==> src/source/kl10Pkg.sv <==
package kl10Pkg;

  // EBUS and diagnostic function widths
  localparam int ebusWidth = 36;
  localparam int funcWidth = 7;

  localparam int aprRegCount = 4;  // Diagnostic registers on the APR board

  // Priority interrupt board layout
  localparam int piLevels = 7;
  localparam int piEnableLsb = 8;  // Enable field in PI write and read words
  localparam int piLevelLsb = 16;  // Encoded level in PI read data
  localparam int piLevelWidth = 3;

  // Diagnostic function codes, anything not listed selects no board
  typedef enum logic [funcWidth-1:0] {
    fnAprWr0 = 7'o100,
    fnAprWr1 = 7'o101,
    fnAprWr2 = 7'o102,
    fnAprWr3 = 7'o103,
    fnAprRd0 = 7'o110,
    fnAprRd1 = 7'o111,
    fnAprRd2 = 7'o112,
    fnAprRd3 = 7'o113,
    fnPiWr   = 7'o120,
    fnPiRd   = 7'o130
  } tDiagFunc;

  // Front-end diagnostic cycle sequencer
  typedef enum logic [1:0] {
    idle   = 2'd0,
    setup  = 2'd1,
    strobe = 2'd2,
    finish = 2'd3
  } tFeState;

endpackage

==> src/source/ebusFrontEnd.sv <==
module ebusFrontEnd (
  input  logic                          clk,
  input  logic                          rst,
  input  logic                          reqStart,
  input  logic                          reqWrite,
  input  logic [kl10Pkg::funcWidth-1:0] reqFunc,
  input  logic [kl10Pkg::ebusWidth-1:0] reqData,
  output logic                          busy,
  output logic                          done,
  output logic [kl10Pkg::ebusWidth-1:0] rdData,
  output logic [kl10Pkg::funcWidth-1:0] diagFunc,
  output logic                          diagRead,
  output logic                          diagStrobe,
  output logic [kl10Pkg::ebusWidth-1:0] feData,
  output logic                          feDriving,
  input  logic [kl10Pkg::ebusWidth-1:0] ebusData
);

  kl10Pkg::tFeState state;
  kl10Pkg::tFeState nextState;
  logic cycWrite;  // Direction of the cycle in progress
  logic accept;

  // Busy covers setup and strobe only, finish can already take the next start
  assign busy = (state == kl10Pkg::setup) || (state == kl10Pkg::strobe);
  assign accept = reqStart && !busy;

  assign done = (state == kl10Pkg::finish);
  assign diagStrobe = (state == kl10Pkg::strobe);
  assign diagRead = busy && !cycWrite;
  assign feDriving = busy && cycWrite;  // Write data sits on the bus through strobe

  always_comb begin
    nextState = state;
    case (state)
      kl10Pkg::idle: begin
        if (accept)
          nextState = kl10Pkg::setup;
      end
      kl10Pkg::setup:
        nextState = kl10Pkg::strobe;
      kl10Pkg::strobe:
        nextState = kl10Pkg::finish;
      kl10Pkg::finish: begin
        if (accept)
          nextState = kl10Pkg::setup;  // Back to back request
        else
          nextState = kl10Pkg::idle;
      end
      default:
        nextState = kl10Pkg::idle;
    endcase
  end

  always_ff @(posedge clk) begin
    if (rst) begin
      state <= kl10Pkg::idle;
      cycWrite <= 1'b0;
      diagFunc <= '0;
    end else begin
      state <= nextState;
      if (accept) begin
        cycWrite <= reqWrite;
        diagFunc <= reqFunc;
      end
    end
  end

  always_ff @(posedge clk) begin
    if (rst)
      feData <= '0;
    else if (accept)
      feData <= reqData;
  end

  // Read data is taken off the bus at the end of the strobe cycle
  always_ff @(posedge clk) begin
    if (rst)
      rdData <= '0;
    else if (diagStrobe && !cycWrite)
      rdData <= ebusData;
  end

  strobeOnePulse: assert property (
    @(posedge clk) disable iff (rst)
    diagStrobe |=> !diagStrobe
  );

  doneAfterStrobe: assert property (
    @(posedge clk) disable iff (rst)
    done |-> $past(diagStrobe)
  );

endmodule

==> src/source/aprDiagRegs.sv <==
module aprDiagRegs (
  input  logic                          clk,
  input  logic                          rst,
  input  logic [kl10Pkg::funcWidth-1:0] diagFunc,
  input  logic                          diagRead,
  input  logic                          diagStrobe,
  input  logic [kl10Pkg::ebusWidth-1:0] ebusData,
  output logic [kl10Pkg::ebusWidth-1:0] aprData,
  output logic                          aprDriving
);

  localparam int selWidth = $clog2(kl10Pkg::aprRegCount);

  logic [kl10Pkg::ebusWidth-1:0] aprReg [kl10Pkg::aprRegCount];
  logic [selWidth-1:0] wrSel;
  logic [selWidth-1:0] rdSel;
  logic wrHit;
  logic rdHit;

  // Function code decode
  always_comb begin
    wrHit = 1'b1;
    rdHit = 1'b1;
    wrSel = '0;
    rdSel = '0;
    case (diagFunc)
      kl10Pkg::fnAprWr0: wrSel = 2'd0;
      kl10Pkg::fnAprWr1: wrSel = 2'd1;
      kl10Pkg::fnAprWr2: wrSel = 2'd2;
      kl10Pkg::fnAprWr3: wrSel = 2'd3;
      default: wrHit = 1'b0;
    endcase
    case (diagFunc)
      kl10Pkg::fnAprRd0: rdSel = 2'd0;
      kl10Pkg::fnAprRd1: rdSel = 2'd1;
      kl10Pkg::fnAprRd2: rdSel = 2'd2;
      kl10Pkg::fnAprRd3: rdSel = 2'd3;
      default: rdHit = 1'b0;
    endcase
  end

  always_ff @(posedge clk) begin
    if (rst) begin
      for (int i = 0; i < kl10Pkg::aprRegCount; i++) begin
        aprReg[i] <= '0;
      end
    end else if (diagStrobe && wrHit) begin
      aprReg[wrSel] <= ebusData;
    end
  end

  assign aprData = aprReg[rdSel];
  assign aprDriving = diagRead && rdHit;  // Only while the front end runs a read

  // A read drive begun in setup must still be on the bus for the strobe
  driveHeldToStrobe: assert property (
    @(posedge clk) disable iff (rst)
    (aprDriving && !diagStrobe) |=> (aprDriving && diagStrobe)
  );

endmodule

==> src/source/piController.sv <==
module piController (
  input  logic                             clk,
  input  logic                             rst,
  input  logic [kl10Pkg::funcWidth-1:0]    diagFunc,
  input  logic                             diagRead,
  input  logic                             diagStrobe,
  input  logic [kl10Pkg::ebusWidth-1:0]    ebusData,
  output logic [kl10Pkg::ebusWidth-1:0]    piData,
  output logic                             piDriving,
  output logic [kl10Pkg::piLevelWidth-1:0] piLevel
);

  logic [kl10Pkg::piLevels-1:0] piReq;
  logic [kl10Pkg::piLevels-1:0] piEn;
  logic [kl10Pkg::piLevels-1:0] piActive;
  logic piWrite;

  assign piWrite = diagStrobe && (diagFunc == kl10Pkg::fnPiWr);

  // Requests from the low field, enables from the enable field
  always_ff @(posedge clk) begin
    if (rst) begin
      piReq <= '0;
      piEn <= '0;
    end else if (piWrite) begin
      piReq <= ebusData[kl10Pkg::piLevels-1:0];
      piEn <= ebusData[kl10Pkg::piEnableLsb +: kl10Pkg::piLevels];
    end
  end

  assign piActive = piReq & piEn;

  // Bit 0 is level 1, the highest priority, so it is checked last and wins
  always_comb begin
    piLevel = '0;
    for (int i = kl10Pkg::piLevels - 1; i >= 0; i--) begin
      if (piActive[i])
        piLevel = kl10Pkg::piLevelWidth'(i + 1);
    end
  end

  always_comb begin
    piData = '0;
    piData[kl10Pkg::piLevels-1:0] = piActive;
    piData[kl10Pkg::piEnableLsb +: kl10Pkg::piLevels] = piEn;
    piData[kl10Pkg::piLevelLsb +: kl10Pkg::piLevelWidth] = piLevel;
  end

  assign piDriving = diagRead && (diagFunc == kl10Pkg::fnPiRd);

  // Level must name an active request
  levelIsActive: assert property (
    @(posedge clk) disable iff (rst)
    (piLevel != '0) |-> piActive[piLevel - 1'b1]
  );

endmodule

==> src/source/ebusMux.sv <==
module ebusMux (
  input  logic [kl10Pkg::ebusWidth-1:0] feData,
  input  logic                          feDriving,
  input  logic [kl10Pkg::ebusWidth-1:0] aprData,
  input  logic                          aprDriving,
  input  logic [kl10Pkg::ebusWidth-1:0] piData,
  input  logic                          piDriving,
  output logic [kl10Pkg::ebusWidth-1:0] ebusData
);

  // First driver in line wins, idle bus reads as zero
  always_comb begin
    case (1'b1)
      feDriving:
        ebusData = feData;
      aprDriving:
        ebusData = aprData;
      piDriving:
        ebusData = piData;
      default:
        ebusData = '0;
    endcase
  end

  // Two boards on the bus at once means a decode overlap somewhere
  oneDriver: assert final ($onehot0({feDriving, aprDriving, piDriving}));

endmodule

==> src/source/kl10Ebus.sv <==
module kl10Ebus (
  input  logic                             clk,
  input  logic                             rst,
  input  logic                             reqStart,
  input  logic                             reqWrite,
  input  logic [kl10Pkg::funcWidth-1:0]    reqFunc,
  input  logic [kl10Pkg::ebusWidth-1:0]    reqData,
  output logic                             busy,
  output logic                             done,
  output logic [kl10Pkg::ebusWidth-1:0]    rdData,
  output logic [kl10Pkg::piLevelWidth-1:0] piLevel
);

  logic [kl10Pkg::ebusWidth-1:0] ebusData;  // Mux output seen by every board
  logic [kl10Pkg::funcWidth-1:0] diagFunc;
  logic diagRead;
  logic diagStrobe;

  // Per-driver bus sources
  logic [kl10Pkg::ebusWidth-1:0] feData;
  logic feDriving;
  logic [kl10Pkg::ebusWidth-1:0] aprData;
  logic aprDriving;
  logic [kl10Pkg::ebusWidth-1:0] piData;
  logic piDriving;

  ebusFrontEnd frontEnd (
    .clk(clk),
    .rst(rst),
    .reqStart(reqStart),
    .reqWrite(reqWrite),
    .reqFunc(reqFunc),
    .reqData(reqData),
    .busy(busy),
    .done(done),
    .rdData(rdData),
    .diagFunc(diagFunc),
    .diagRead(diagRead),
    .diagStrobe(diagStrobe),
    .feData(feData),
    .feDriving(feDriving),
    .ebusData(ebusData)
  );

  aprDiagRegs apr (
    .clk(clk),
    .rst(rst),
    .diagFunc(diagFunc),
    .diagRead(diagRead),
    .diagStrobe(diagStrobe),
    .ebusData(ebusData),
    .aprData(aprData),
    .aprDriving(aprDriving)
  );

  piController pic (
    .clk(clk),
    .rst(rst),
    .diagFunc(diagFunc),
    .diagRead(diagRead),
    .diagStrobe(diagStrobe),
    .ebusData(ebusData),
    .piData(piData),
    .piDriving(piDriving),
    .piLevel(piLevel)
  );

  ebusMux mux (
    .feData(feData),
    .feDriving(feDriving),
    .aprData(aprData),
    .aprDriving(aprDriving),
    .piData(piData),
    .piDriving(piDriving),
    .ebusData(ebusData)
  );

endmodule

==> config.mk <==
export PLATFORM = sky130hd
export DESIGN_NAME = kl10Ebus
export DESIGN_NICKNAME = d
export VERILOG_FILES = /design/src/source/kl10Pkg.sv /design/src/source/ebusFrontEnd.sv /design/src/source/aprDiagRegs.sv /design/src/source/piController.sv /design/src/source/ebusMux.sv /design/src/source/kl10Ebus.sv
export SDC_FILE = /design/constraint.sdc
export NUM_CORES = 1
export LEC_CHECK = 0
export ABC_AREA = 1
export BUFFER_PORTS_ARGS = -buffer_cell sky130_fd_sc_hd__buf_4
export CORE_MARGIN = 10
export CORE_UTILIZATION = 50
export CTS_CLUSTER_SIZE = 20
export DETAILED_ROUTE_END_ITERATION = 10
export GPL_ROUTABILITY_DRIVEN = 1
export HOLD_SLACK_MARGIN = 0.03
export PLACE_DENSITY_LB_ADDON = 0.08
export SYNTH_ARGS = -nofsm -noshare
export SYNTH_HDL_FRONTEND = slang
export SYNTH_SLANG_ARGS = --single-unit
==> constraint.sdc <==
create_clock -name clk -period 12.3 [get_ports clk]
set_input_delay 0.615 -clock clk [delete_from_list [all_inputs] [get_ports clk]]
set_output_delay 0.615 -clock clk [all_outputs]
set_load 0.005 [all_outputs]
==> impl_metrics.sql <==
INSERT INTO impl_metrics (metric_group, metric, value, unit) VALUES
('status', 'status', 'complete, no violations', ''),
('floorplanning', 'core', '21960', 'um2'),
('place', 'place_hpwl', '18250', 'um'),
('clock_tree', 'cts_made_buffers', '26', ''),
('synth', 'synth.net_count', '1456', ''),
('synth', 'synth_warnings', '0', ''),
('floorplanning', 'floorplan.die_area', '28830', 'um2'),
('place', 'detailed_place.area', '12030', 'um2'),
('clock_tree', 'cts_resized', '0', ''),
('timing', 'final_min_period_over_clock_period', '24.81', '%'),
('place', 'gp_congestion', '0.8481', ''),
('synth', 'yosys.cell_types.count', '28', ''),
('place', 'buffer_ports.inserted', '87', ''),
('clock_tree', 'cts.path.max_buffers', '3', ''),
('cells_and_area', 'layout-drive-gt1-share', '13.22', '%'),
('synth', 'synth.yosys.seq_area_share', '55.68', '%'),
('cells_and_area', 'finish.net_count', '1514', ''),
('route', 'route.detailed.drc', '0', ''),
('clock_tree', 'maximum_level_of_the_cts_h_tree', '1', ''),
('place', 'preCtsSetupSlack', '8.859', 'ns'),
('timing', 'rsz_0062_raised_after_global_routing', 'false', ''),
('pwr', 'net_switching_fraction_of_the_power', '29.62', '%'),
('worst_setup_path', 'rr_worst_depth', '10', ''),
('worst_setup_path', 'worstSetupPathType', 'reg2reg', ''),
('global_route', 'first_global_vias', '8582', ''),
('clock_tree', 'clock_sink_count', '240', ''),
('timing', 'clock.fmax', '327.7', 'MHz'),
('worst_setup_path', 'cp-end-kind', 'register', ''),
('cells_and_area', 'register_area', '6246', 'um2'),
('global_route', 'grt.overflow.total', '0', ''),
('synth', 'synthesis.instances', '1405', ''),
('pwr', 'total_switching_power', '0.6834', 'mW'),
('clock_tree', 'number_of_setup_buffers_added_after_cts', '0', ''),
('clock_tree', 'clk_root_buffer_cell', 'sky130_fd_sc_hd__clkbuf_16', ''),
('route', 'routed_wire_length_per_instance', '16.43', 'um'),
('synth', 'top_cell_type_s_share_of_synthesized_area', '38.55', '%'),
('global_route', 'grt_max_degree', '73', ''),
('route', 'detailroute.via_count', '8929', ''),
('synth', 'synth.top_cells.by_area', 'sky130_fd_sc_hd__edfxtp_1, sky130_fd_sc_hd__dfxtp_1, sky130_fd_sc_hd__nand2_1', ''),
('worst_setup_path', 'worstPathMaxFanout', '39', ''),
('floorplanning', 'row_count', '54', ''),
('cells_and_area', 'layout_commonest_cell', 'sky130_fd_sc_hd__nand2_1', ''),
('cells_and_area', 'n_antenna_cell', '0', ''),
('worst_setup_path', 'destination_of_the_worst_register_to_register_timing_path', 'apr.aprReg[2][26]$_SDFFCE_PN0P_', ''),
('timing', 'final_layout_setup_total_negative_slack', '0', 'ns'),
('hold_path', 'timing.hold.worst_path_depth', '3', ''),
('route', 'drt_first_iter_violations', '733', ''),
('timing', 'final.min_clock_period', '3.052', 'ns'),
('pwr', 'fin_total_pwr', '2.308', 'mW'),
('worst_setup_path', 'required', '12.50', 'ns'),
('pwr', 'share_seq_of_total_power', '44.5', '%'),
('floorplanning', 'die_width', '169.8', 'um'),
('worst_setup_path', 'cp.arrival', '3.25', 'ns'),
('clock_tree', 'ctsHoldBuffers', '0', ''),
('pwr', 'worst_ir_drop_on_vdd', '157.2', 'uV'),
('worst_setup_path', 'crit_end', 'apr.aprReg[2][26]$_SDFFCE_PN0P_', ''),
('route', 'vias_per_cell', '5.065', ''),
('cells_and_area', 'synth_to_layout_area_growth', '15.23', '%'),
('timing', 'max_slew.worst_pin.slew', '1.135', 'ns'),
('timing', 'setup_violations', '0', ''),
('timing', 'slew_viol_final', '0', ''),
('clock_tree', 'cts_tree', 'built', ''),
('route', 'wl', '28970', 'um'),
('timing', 'postLayoutSetupSlackWorst', '9.248', 'ns'),
('synth', 'synth_largest_area_cell', 'sky130_fd_sc_hd__edfxtp_1', ''),
('pwr', 'clkPwrFrac', '34.9', '%'),
('global_route', 'grt_pass1_wl', '46420', 'um'),
('pwr', 'pwr_density_cell', '178.5', 'nW/um2'),
('floorplanning', 'vertical_die_dimension', '169.8', 'um'),
('worst_setup_path', 'regToRegStartpoint', 'frontEnd.state[0]$_SDFFE_PP0P_', ''),
('cells_and_area', 'stdcell_area', '12920', 'um2');
[area by class of cell]
class                           count  share of cell area [%]
Inverter                          216                   6.273
Clock buffer                       37                   5.905
Tap cell                          280                   2.711
Sequential cell                   240                   48.33
Multi-Input combinational cell    877                   29.87
Clock inverter                     11                  0.9874
Timing Repair Buffer              102                   5.924
[state kept, by name, summed over array words and instances, names as in the netlist]
name / cells
pic.piReq: 7
pic.piEn: 7
frontEnd.feData: 36
frontEnd.diagFunc: 7
frontEnd.state: 2
frontEnd.cycWrite: 1
apr.aprReg: 144
frontEnd.rdData: 36
[power groups by stage]
stage	Sequential (mW)	Clock (mW)	Combinational, mW
2_1_floorplan	1.03	0	0.296
3_3_place_gp	1.04	0	0.474
3_5_place_dp	1.04	0	0.479
4_1_cts	1.03	0.813	0.481
5_1_grt	1.04	0.850	0.540
6_report	1.03	0.805	0.476
[worst min path at each step]
stage | end
detailed placement | frontEnd.feData[21]$_SDFFE_PP0P_
floorplan | frontEnd.feData[0]$_SDFFE_PP0P_
finish | frontEnd.feData[35]$_SDFFE_PP0P_
CTS | frontEnd.feData[35]$_SDFFE_PP0P_
global route | frontEnd.feData[35]$_SDFFE_PP0P_
global placement | frontEnd.feData[31]$_SDFFE_PP0P_
[logic make-up after synthesis]
group | Yosys count | share of synthesized area [%]
and+or+nand+nor | 780 | 29.63
buffers and inverters | 288 | 10.08
DFF | 240 | 55.68
AOI/OAI and AO/OA | 93 | 4.161
adders and majority gates | 4 | 0.4462
[critical path, stage by stage, from the launching register on]
cell and delay [ns]:
sky130_fd_sc_hd__dfxtp_1 0.33, sky130_fd_sc_hd__inv_1 0.11, sky130_fd_sc_hd__ha_1 0.15, sky130_fd_sc_hd__inv_1 0.09, sky130_fd_sc_hd__nor3_2 0.24, sky130_fd_sc_hd__nand2_2 0.05
sky130_fd_sc_hd__buf_4 0.30, sky130_fd_sc_hd__nor2_2 0.22, sky130_fd_sc_hd__nand2_1 0.10, sky130_fd_sc_hd__nand2_1 0.71, sky130_fd_sc_hd__buf_4 0.41
[synth_stat cells (all sizes together)]
library cell  count
nand4            31
a31oi             1
nor2            298
o21ai            86
a21oi             6
buf              28
clkinv            2
edfxtp          144
clkbuf           44
ha                4
nor3             23
and3              1
nor4              1
nand3            96
inv             214
dfxtp            96
nand2           330
[metal layers]
layer	vias up	track usage [%]	share of wire, %
li1	4513	-	-
met1	4127	29.48	48
met2	267	30.03	43
met3	22	3.815	8.2
met4	0	4.044	1.0
met5	-	0	0
[through the flow]
stage	std cells	utilization, %	hold slack (ns)
finish	1763	58.86	0.3412
floorplan	1405	-	0.4554
global placement	1715	54.80	0.4622
CTS	1763	58.86	0.3259
global route	1763	58.86	0.3403
detailed placement	1715	54.80	0.4713
Note: power is estimated with default switching activity, not from simulation.
